### config.mk
export PLATFORM = sky130hd
export DESIGN_NAME = rv_core
export DESIGN_NICKNAME = d
export VERILOG_FILES = /design/src/rv_pkg.sv /design/src/rv_issue_if.sv /design/src/rv_core.sv /design/src/rv_ctrl.sv /design/src/rv_alu.sv /design/src/rv_regs.sv /design/src/rv_decode.sv /design/src/rv_fetch.sv
export SDC_FILE = /design/constraint.sdc
export NUM_CORES = 2
export LEC_CHECK = 0
export BUFFER_PORTS_ARGS = -buffer_cell sky130_fd_sc_hd__buf_2
export CAP_MARGIN = 40
export CORE_ASPECT_RATIO = 0.7
export CORE_MARGIN = 2
export CORE_UTILIZATION = 61
export DETAILED_ROUTE_END_ITERATION = 6
export PLACE_DENSITY_LB_ADDON = 0.2
export SKIP_CTS_REPAIR_TIMING = 1
export SYNTH_ARGS = -nofsm -noshare
export SYNTH_HDL_FRONTEND = slang
export SYNTH_HIERARCHICAL = 1
export SYNTH_SLANG_ARGS = --single-unit
### constraint.sdc
create_clock -name i_clk -period 8.85 [get_ports i_clk]
set_input_delay 1.77 -clock i_clk [delete_from_list [all_inputs] [get_ports i_clk]]
set_output_delay 1.77 -clock i_clk [all_outputs]
set_load 0.05 [all_outputs]
### src/rv_pkg.sv
package rv_pkg;

    localparam int XLEN     = 32;
    localparam int REG_AW   = 5;
    localparam int ADDR_W   = 32;
    localparam int ALU_OP_W = 4;

    localparam logic [ADDR_W-1:0] RESET_ADDR = '0;

    localparam logic [ALU_OP_W-1:0] ALU_ADD    = 4'd0;
    localparam logic [ALU_OP_W-1:0] ALU_SUB    = 4'd1;
    localparam logic [ALU_OP_W-1:0] ALU_AND    = 4'd2;
    localparam logic [ALU_OP_W-1:0] ALU_OR     = 4'd3;
    localparam logic [ALU_OP_W-1:0] ALU_XOR    = 4'd4;
    localparam logic [ALU_OP_W-1:0] ALU_SLL    = 4'd5;
    localparam logic [ALU_OP_W-1:0] ALU_SRL    = 4'd6;
    localparam logic [ALU_OP_W-1:0] ALU_SRA    = 4'd7;
    localparam logic [ALU_OP_W-1:0] ALU_SLT    = 4'd8;
    localparam logic [ALU_OP_W-1:0] ALU_SLTU   = 4'd9;
    localparam logic [ALU_OP_W-1:0] ALU_PASS_B = 4'd10; // lui only.

    localparam logic [6:0] OPC_OP     = 7'b0110011;
    localparam logic [6:0] OPC_OP_IMM = 7'b0010011;
    localparam logic [6:0] OPC_LUI    = 7'b0110111;

    localparam logic [1:0] AXI_RESP_OKAY = 2'b00;

    typedef struct packed {
        logic [6:0]        funct7;
        logic [REG_AW-1:0] rs2;
        logic [REG_AW-1:0] rs1;
        logic [2:0]        funct3;
        logic [REG_AW-1:0] rd;
        logic [6:0]        opcode;
    } rv_r_fmt_t;

    typedef struct packed {
        logic [11:0]       imm12;
        logic [REG_AW-1:0] rs1;
        logic [2:0]        funct3;
        logic [REG_AW-1:0] rd;
        logic [6:0]        opcode;
    } rv_i_fmt_t;

    typedef struct packed {
        logic [19:0]       imm20;
        logic [REG_AW-1:0] rd;
        logic [6:0]        opcode;
    } rv_u_fmt_t;

    // all three views share rd and opcode in the low twelve bits.
    typedef union packed {
        rv_r_fmt_t r;
        rv_i_fmt_t i;
        rv_u_fmt_t u;
    } rv_instr_u;

endpackage
### src/rv_issue_if.sv
`timescale 1ns/1ps

interface rv_issue_if;

    logic                          valid;
    logic [rv_pkg::REG_AW-1:0]     rd;
    logic                          reg_write;
    logic [rv_pkg::ALU_OP_W-1:0]   alu_op;
    logic [rv_pkg::XLEN-1:0]       op_a;
    logic [rv_pkg::XLEN-1:0]       op_b;

    // execute takes every valid slot, so there is no ready signal.
    modport src (output valid, rd, reg_write, alu_op, op_a, op_b);
    modport dst (input  valid, rd, reg_write, alu_op, op_a, op_b);

endinterface

### src/rv_core.sv
`timescale 1ns/1ps

module rv_core
(
    input  logic                        i_clk,
    input  logic                        i_arst_n,
    output logic                        o_arvalid,
    input  logic                        i_arready,
    output logic [rv_pkg::ADDR_W-1:0]   o_araddr,
    output logic [2:0]                  o_arprot,
    input  logic                        i_rvalid,
    output logic                        o_rready,
    input  logic [rv_pkg::XLEN-1:0]     i_rdata,
    input  logic [1:0]                  i_rresp,
    output logic                        o_retire_valid,
    output logic [rv_pkg::REG_AW-1:0]   o_retire_rd,
    output logic [rv_pkg::XLEN-1:0]     o_retire_data
);

    logic                       fetch_en;
    logic                       fetch_done;
    logic                       instr_valid;
    rv_pkg::rv_instr_u          instr;
    logic                       instr_ok;
    logic [rv_pkg::REG_AW-1:0]  dec_rs1;
    logic [rv_pkg::REG_AW-1:0]  dec_rs2;
    logic [rv_pkg::XLEN-1:0]    rs1_data;
    logic [rv_pkg::XLEN-1:0]    rs2_data;
    logic                       fwd_a;
    logic                       fwd_b;
    logic                       wb_we;
    logic [rv_pkg::REG_AW-1:0]  wb_rd;
    logic [rv_pkg::XLEN-1:0]    wb_data;

    assign fetch_done = o_rready & i_rvalid;

    rv_issue_if u_issue ();

    rv_fetch u_fetch
    (
        .i_clk          (i_clk),
        .i_arst_n       (i_arst_n),
        .i_fetch_en     (fetch_en),
        .o_arvalid      (o_arvalid),
        .i_arready      (i_arready),
        .o_araddr       (o_araddr),
        .o_arprot       (o_arprot),
        .i_rvalid       (i_rvalid),
        .o_rready       (o_rready),
        .i_rdata        (i_rdata),
        .i_rresp        (i_rresp),
        .o_instr_valid  (instr_valid),
        .o_instr        (instr),
        .o_instr_ok     (instr_ok)
    );

    rv_decode u_decode
    (
        .i_clk          (i_clk),
        .i_arst_n       (i_arst_n),
        .i_instr_valid  (instr_valid),
        .i_instr        (instr),
        .i_instr_ok     (instr_ok),
        .i_rs1_data     (rs1_data),
        .i_rs2_data     (rs2_data),
        .i_fwd_a        (fwd_a),
        .i_fwd_b        (fwd_b),
        .i_fwd_data     (wb_data),
        .o_rs1          (dec_rs1),
        .o_rs2          (dec_rs2),
        .issue          (u_issue.src)
    );

    rv_regs u_regs
    (
        .i_clk          (i_clk),
        .i_arst_n       (i_arst_n),
        .i_rs1          (dec_rs1),
        .i_rs2          (dec_rs2),
        .i_rd           (wb_rd),
        .i_we           (wb_we),
        .i_wdata        (wb_data),
        .o_rs1_data     (rs1_data),
        .o_rs2_data     (rs2_data)
    );

    rv_alu u_alu
    (
        .i_clk          (i_clk),
        .i_arst_n       (i_arst_n),
        .issue          (u_issue.dst),
        .o_wb_we        (wb_we),
        .o_wb_rd        (wb_rd),
        .o_wb_data      (wb_data),
        .o_retire_valid (o_retire_valid),
        .o_retire_rd    (o_retire_rd),
        .o_retire_data  (o_retire_data)
    );

    rv_ctrl u_ctrl
    (
        .i_clk          (i_clk),
        .i_arst_n       (i_arst_n),
        .i_fetch_done   (fetch_done),
        .i_dec_rs1      (dec_rs1),
        .i_dec_rs2      (dec_rs2),
        .i_ex_rd        (wb_rd),
        .i_ex_we        (wb_we),
        .o_fetch_en     (fetch_en),
        .o_fwd_a        (fwd_a),
        .o_fwd_b        (fwd_b)
    );

endmodule

### src/rv_ctrl.sv
`timescale 1ns/1ps

module rv_ctrl
(
    input  logic                        i_clk,
    input  logic                        i_arst_n,
    input  logic                        i_fetch_done,
    input  logic [rv_pkg::REG_AW-1:0]   i_dec_rs1,
    input  logic [rv_pkg::REG_AW-1:0]   i_dec_rs2,
    input  logic [rv_pkg::REG_AW-1:0]   i_ex_rd,
    input  logic                        i_ex_we,
    output logic                        o_fetch_en,
    output logic                        o_fwd_a,
    output logic                        o_fwd_b
);

    logic dec_live;
    logic ex_live;
    logic ex_writes;

    always_ff @(posedge i_clk or negedge i_arst_n)
    begin
        if (!i_arst_n)
        begin
            dec_live <= 1'b0;
            ex_live  <= 1'b0;
        end
        else
        begin
            dec_live <= i_fetch_done; // word sits in the fetch register for one cycle.
            ex_live  <= dec_live;
        end
    end

    // a new request may start only while nothing waits to be decoded.
    assign o_fetch_en = !dec_live;

    assign ex_writes = ex_live & i_ex_we & (i_ex_rd != '0);
    assign o_fwd_a   = ex_writes & (i_ex_rd == i_dec_rs1);
    assign o_fwd_b   = ex_writes & (i_ex_rd == i_dec_rs2);

endmodule

### src/rv_alu.sv
`timescale 1ns/1ps

module rv_alu
(
    input  logic                        i_clk,
    input  logic                        i_arst_n,
    rv_issue_if.dst                     issue,
    output logic                        o_wb_we,
    output logic [rv_pkg::REG_AW-1:0]   o_wb_rd,
    output logic [rv_pkg::XLEN-1:0]     o_wb_data,
    output logic                        o_retire_valid,
    output logic [rv_pkg::REG_AW-1:0]   o_retire_rd,
    output logic [rv_pkg::XLEN-1:0]     o_retire_data
);

    logic [rv_pkg::XLEN-1:0]         a;
    logic [rv_pkg::XLEN-1:0]         b;
    logic [rv_pkg::XLEN-1:0]         result;
    logic [$clog2(rv_pkg::XLEN)-1:0] shamt;

    assign a     = issue.op_a;
    assign b     = issue.op_b;
    assign shamt = b[$clog2(rv_pkg::XLEN)-1:0];

    always_comb
    begin
        case (issue.alu_op)
            rv_pkg::ALU_ADD:    result = a + b;
            rv_pkg::ALU_SUB:    result = a - b;
            rv_pkg::ALU_AND:    result = a & b;
            rv_pkg::ALU_OR:     result = a | b;
            rv_pkg::ALU_XOR:    result = a ^ b;
            rv_pkg::ALU_SLL:    result = a << shamt;
            rv_pkg::ALU_SRL:    result = a >> shamt;
            rv_pkg::ALU_SRA:    result = $signed(a) >>> shamt;
            rv_pkg::ALU_SLT:    result = rv_pkg::XLEN'($signed(a) < $signed(b));
            rv_pkg::ALU_SLTU:   result = rv_pkg::XLEN'(a < b);
            rv_pkg::ALU_PASS_B: result = b;
            default:            result = '0;
        endcase
    end

    assign o_wb_we   = issue.valid & issue.reg_write;
    assign o_wb_rd   = issue.rd;
    assign o_wb_data = result; // also the bypass source for decode.

    always_ff @(posedge i_clk or negedge i_arst_n)
    begin
        if (!i_arst_n)
            o_retire_valid <= 1'b0;
        else
            o_retire_valid <= issue.valid;
    end

    always_ff @(posedge i_clk)
    begin
        o_retire_rd   <= issue.rd;
        o_retire_data <= result;
    end

endmodule

### src/rv_regs.sv
`timescale 1ns/1ps

module rv_regs
(
    input  logic                        i_clk,
    input  logic                        i_arst_n,
    input  logic [rv_pkg::REG_AW-1:0]   i_rs1,
    input  logic [rv_pkg::REG_AW-1:0]   i_rs2,
    input  logic [rv_pkg::REG_AW-1:0]   i_rd,
    input  logic                        i_we,
    input  logic [rv_pkg::XLEN-1:0]     i_wdata,
    output logic [rv_pkg::XLEN-1:0]     o_rs1_data,
    output logic [rv_pkg::XLEN-1:0]     o_rs2_data
);

    logic [rv_pkg::XLEN-1:0] regs [2**rv_pkg::REG_AW];

    always_ff @(posedge i_clk or negedge i_arst_n)
    begin
        if (!i_arst_n)
        begin
            for (int i = 0; i < 2**rv_pkg::REG_AW; i++)
                regs[i] <= '0;
        end
        else if (i_we && i_rd != '0)
            regs[i_rd] <= i_wdata;
    end

    // x0 reads as zero.
    assign o_rs1_data = (i_rs1 == '0) ? '0 : regs[i_rs1];
    assign o_rs2_data = (i_rs2 == '0) ? '0 : regs[i_rs2];

endmodule

### src/rv_decode.sv
`timescale 1ns/1ps

module rv_decode
(
    input  logic                        i_clk,
    input  logic                        i_arst_n,
    input  logic                        i_instr_valid,
    input  rv_pkg::rv_instr_u           i_instr,
    input  logic                        i_instr_ok,
    input  logic [rv_pkg::XLEN-1:0]     i_rs1_data,
    input  logic [rv_pkg::XLEN-1:0]     i_rs2_data,
    input  logic                        i_fwd_a,
    input  logic                        i_fwd_b,
    input  logic [rv_pkg::XLEN-1:0]     i_fwd_data,
    output logic [rv_pkg::REG_AW-1:0]   o_rs1,
    output logic [rv_pkg::REG_AW-1:0]   o_rs2,
    rv_issue_if.src                     issue
);

    logic [rv_pkg::XLEN-1:0]     rs1_val;
    logic [rv_pkg::XLEN-1:0]     rs2_val;
    logic [rv_pkg::XLEN-1:0]     imm_i;
    logic [rv_pkg::XLEN-1:0]     imm_u;
    logic [rv_pkg::XLEN-1:0]     op_a;
    logic [rv_pkg::XLEN-1:0]     op_b;
    logic [rv_pkg::ALU_OP_W-1:0] alu_op;
    logic                        supported;

    function automatic logic [rv_pkg::ALU_OP_W-1:0] alu_sel(input logic [2:0] funct3,
                                                            input logic alt);
        case (funct3)
            3'd0:    alu_sel = alt ? rv_pkg::ALU_SUB : rv_pkg::ALU_ADD;
            3'd1:    alu_sel = rv_pkg::ALU_SLL;
            3'd2:    alu_sel = rv_pkg::ALU_SLT;
            3'd3:    alu_sel = rv_pkg::ALU_SLTU;
            3'd4:    alu_sel = rv_pkg::ALU_XOR;
            3'd5:    alu_sel = alt ? rv_pkg::ALU_SRA : rv_pkg::ALU_SRL;
            3'd6:    alu_sel = rv_pkg::ALU_OR;
            default: alu_sel = rv_pkg::ALU_AND;
        endcase
    endfunction

    assign o_rs1   = i_instr.r.rs1;
    assign o_rs2   = i_instr.r.rs2;
    assign rs1_val = i_fwd_a ? i_fwd_data : i_rs1_data; // result still being written back.
    assign rs2_val = i_fwd_b ? i_fwd_data : i_rs2_data;
    assign imm_i   = {{(rv_pkg::XLEN-12){i_instr.i.imm12[11]}}, i_instr.i.imm12};
    assign imm_u   = {i_instr.u.imm20, 12'b0};

    always_comb
    begin
        supported = 1'b1;
        op_a      = rs1_val;
        op_b      = rs2_val;
        alu_op    = rv_pkg::ALU_ADD;
        case (i_instr.r.opcode)
            rv_pkg::OPC_OP:
                alu_op = alu_sel(i_instr.r.funct3, i_instr.r.funct7[5]);
            rv_pkg::OPC_OP_IMM:
            begin
                // only srai takes bit 30 as a selector, addi has no subtract form.
                alu_op = alu_sel(i_instr.i.funct3,
                                 (i_instr.i.funct3 == 3'd5) & i_instr.i.imm12[10]);
                op_b   = imm_i;
            end
            rv_pkg::OPC_LUI:
            begin
                alu_op = rv_pkg::ALU_PASS_B;
                op_b   = imm_u;
            end
            default:
                supported = 1'b0;
        endcase
        if (!(supported & i_instr_ok))
        begin
            alu_op = rv_pkg::ALU_PASS_B;
            op_b   = '0;
        end
    end

    always_ff @(posedge i_clk or negedge i_arst_n)
    begin
        if (!i_arst_n)
        begin
            issue.valid     <= 1'b0;
            issue.reg_write <= 1'b0;
            issue.rd        <= '0;
        end
        else
        begin
            issue.valid     <= i_instr_valid;
            issue.reg_write <= i_instr_valid & supported & i_instr_ok;
            issue.rd        <= (supported & i_instr_ok) ? i_instr.r.rd : '0;
        end
    end

    always_ff @(posedge i_clk)
    begin
        issue.alu_op <= alu_op;
        issue.op_a   <= op_a;
        issue.op_b   <= op_b;
    end

endmodule

### src/rv_fetch.sv
`timescale 1ns/1ps

module rv_fetch
(
    input  logic                        i_clk,
    input  logic                        i_arst_n,
    input  logic                        i_fetch_en,
    output logic                        o_arvalid,
    input  logic                        i_arready,
    output logic [rv_pkg::ADDR_W-1:0]   o_araddr,
    output logic [2:0]                  o_arprot,
    input  logic                        i_rvalid,
    output logic                        o_rready,
    input  logic [rv_pkg::XLEN-1:0]     i_rdata,
    input  logic [1:0]                  i_rresp,
    output logic                        o_instr_valid,
    output rv_pkg::rv_instr_u           o_instr,
    output logic                        o_instr_ok
);

    logic [rv_pkg::ADDR_W-1:0] pc;
    logic                      r_done;

    assign r_done   = o_rready & i_rvalid;
    assign o_araddr = pc;
    assign o_arprot = 3'b000; // unprivileged data access.

    // the state is carried by arvalid and rready, both low means idle.
    always_ff @(posedge i_clk or negedge i_arst_n)
    begin
        if (!i_arst_n)
        begin
            o_arvalid     <= 1'b1;
            o_rready      <= 1'b0;
            o_instr_valid <= 1'b0;
            pc            <= rv_pkg::RESET_ADDR;
        end
        else
        begin
            o_instr_valid <= r_done;
            if (o_arvalid & i_arready)
            begin
                o_arvalid <= 1'b0;
                o_rready  <= 1'b1;
            end
            else if (r_done)
            begin
                o_rready  <= 1'b0;
                o_arvalid <= i_fetch_en;
                pc        <= pc + rv_pkg::ADDR_W'(4);
            end
            else if (!o_arvalid && !o_rready && i_fetch_en)
                o_arvalid <= 1'b1;
        end
    end

    always_ff @(posedge i_clk)
    begin
        if (r_done)
        begin
            o_instr    <= i_rdata;
            o_instr_ok <= (i_rresp == rv_pkg::AXI_RESP_OKAY); // slverr turns into a no-op.
        end
    end

endmodule

==> impl_metrics.ini <==
[run_status]
status = finished, final reports clean

[setup_path]
cp_cell_sequence = buf_4 -> ha_1 -> inv_1 -> fa_1 -> nand2b_1 -> a21oi_1 -> o2111ai_1 -> nand3_1 -> o21ai_1 -> o21ai_1 -> nand3_1 -> o21ai_0 -> mux2i_1 -> a311o_1 -> buf_4 -> mux2_2 -> a211oi_1 -> a211oi_1
reg2reg_slack_ns = 3.72
max_stage_delay_ns = 0.76
r2r_start = u_decode/issue.op_b[0]
slowest_stage = dfxtp_4
cp.arrival_ns = 5.74
cp-startpoint = u_decode/issue.op_b[0]
crit_end = u_decode/issue.op_b[30]
reg2regPathDepth = 18
r2r_end = u_decode/issue.op_b[30]
critPathLaunchType = flip-flop
cp_data_required_time_ns = 9.46
end_kind = flip-flop
crit_type = reg2reg
cp_max_fo = 48

[power_and_ir_drop]
p_leak_nw = 33.9
p_per_area_nw_per_um2 = 177
vdd_ir_drop_max_mv = 0.175
p_total_mw = 13.3

[cts]
ctsHtreeMaxLevel = 3
clock-root-buffer = clkbuf_16
numCtsBuffers = 116
cts_max_path_buffers = 3
cts_sinks = 1205
cts_tree = done
clkSlewWorstSetupHoldPaths_ns = 0.07
insertion_delay_ns = 0.76

[timing]
fin_crit_sh_pct = 57.9
fmax_ghz = 0.195
tightest_slew_ns = 1.04
maxSlewViolCount = 0
slew_headroom_pct = 30.8
period_minus_slack_ns = 5.13
setup-violations-final = 0
hold_viol = 0
holdWs_ns = 0.373
rsz0062_at_grt = false
fin_skew_ns = 0.0391
tns_ns = 0

[placed_design]
place.gp.congestion = 1.07
dp_cells = 6645
place_area_sq_um = 71200
dp_hpwl_microns = 149000
port_buffers = 107

[floorplanning]
initial_core_util_pct = 61.5
die_y_microns = 286
fp.dieW_microns = 407
die_area_sq_um = 117000
num_rows = 103
coreArea_sq_um = 113000
pin_count = 113

[drt]
drt_iter0_markers = 7219
wl_per_cell_microns = 35.4
firstDrtPassIters = 6
drc = 0
vias = 50700
viasPerCell = 7.37
drt_wl_total_microns = 243000
ant_nets = 0

[flow_run]
maxCapViolations = 0

[global_routing]
grt_pass1_wl_microns = 352000
antenna_found_initial = 12
grt_usage_pct = 41.5
grt_pass1_vias = 49200
overflow = 0
grt_max_degree = 169

[yosys]
ys_warn_count = 6
synthesis.area_sq_um = 69400
synth.yosys.seq_area_share_pct = 42.9
synthArstFlopShare_pct = 88.5
avgSynthCellArea_sq_um = 12.9
ys_ff_latch = 1205
syn_inst = 5403
yosys_most_used_dff = dfrtp_1
synth_edf_count = 33
ys_types = 101

[cells_and_area]
stdcell_count = 6876
final_cell_mix = dfrtp_1, mux2_2, mux4_2, nor2_1, mux2i_1
regArea_sq_um = 29800
final_cell_area_sq_um = 75300
num-fill-cells = 8189
mostFrequentLayoutCell = dfrtp_1
layout.nets = 5386
drive_above_1_share_pct = 40.1
multiInputGateArea_sq_um = 36900
syn2layout_area_growth_pct = 8.43

[hold_path]
hp-class = reg2reg
routing by layer:
layer  global-route usage [%]  share of wire, %  vias up
met5                        0             0.031        -
met3                     14.8                13      740
li1                         -                 -    20200
met4                     19.5               5.6       12
met1                     58.1                39    26300
met2                     58.0                42     3440
state kept, by name (all words and copies together), names as in the netlist, 4 cells and up:
| register | cells |
|---|---|
| u_fetch/o_instr | 32 |
| u_decode/issue.op_b | 32 |
| u_decode/issue.rd | 5 |
| u_alu/o_retire_rd | 5 |
| u_alu/o_retire_data | 32 |
| u_fetch/o_araddr | 30 |
| u_decode/issue.op_a | 32 |
| u_regs/regs | 1024 |
| u_decode/issue.alu_op | 4 |
worst min-delay path by stage:
stage                                     start                   end  depth (start not counted)
after floorplan           u_fetch/o_instr_valid  u_decode/issue.valid                          0
after global placement    u_fetch/o_instr_valid  u_decode/issue.valid                          0
after detailed placement  u_fetch/o_instr_valid  u_decode/issue.valid                          0
after CTS                 u_fetch/o_instr_valid  u_decode/issue.valid                          0
after global routing      u_fetch/o_instr_valid  u_decode/issue.valid                          0
final                     u_fetch/o_instr_valid  u_decode/issue.valid                          0
logic make-up after synthesis:
logic type | after synthesis | synth area share [%]
mux | 1786 | 36.4
flops | 1205 | 42.9
compound gates | 860 | 8.56
simple gates | 710 | 4.97
buf+inv | 677 | 4.50
fa+ha+maj | 104 | 1.90
xor+xnor | 60 | 0.757
other cells | 1 | 0.00540
cell usage after synthesis, drive strengths merged (11+ instances only):
library cell  instances  area (sq um)
mux2               1117         12600
dfrtp              1066         26700
mux4                480         10800
buf                 308          1740
clkbuf              267          1000
o21ai               249          1250
nor2                222           836
nand2               190           713
mux2i               189          1890
a21oi               110           577
dfxtp               105          2100
ha                  102          1280
inv                 101           379
a211oi               92           726
nor2b                80           500
a22oi                78           591
a221oi               71           622
a311oi               65           569
xnor2                50           438
nand3                40           205
nor3                 37           205
a31oi                35           219
edfxtp               33           991
nand2b               29           181
nand4                29           188
o2111ai              25           219
o211ai               24           185
or3                  17           106
a21o                 16           120
and2                 15          93.8
and3                 11          68.8
layout make-up:
class	count	area share (%)
antenna	10	0.0332
clock buffer	169	4.53
clock inverter	49	0.881
inverter	102	0.512
multi-input combinational	3525	49.0
sequential	1205	39.6
tap	1522	2.53
timing repair buffer	294	2.94
stage by stage:
stage,worst slack (ns),utilization [%]
global route,3.32,66.7
floorplan,4.81,-
CTS,3.78,66.7
detailed placement,3.78,63.0
finish,3.72,66.7
global placement,3.83,62.8
worst max-delay path: cells and delay by family (launching register included):
kind,cells,cell delay (ns)
mux,2,0.42
compound gates,8,1.76
fa+ha+maj,2,0.67
buf+inv,3,0.86
flops,1,0.76
simple gates,3,0.46
power by group:
part,switching [mW],internal (mW)
clock,2.27,3.08
combinational,1.55,0.682
sequential,0.161,5.60
total,3.97,9.37
Note: power is estimated with default switching activity, not from simulation.
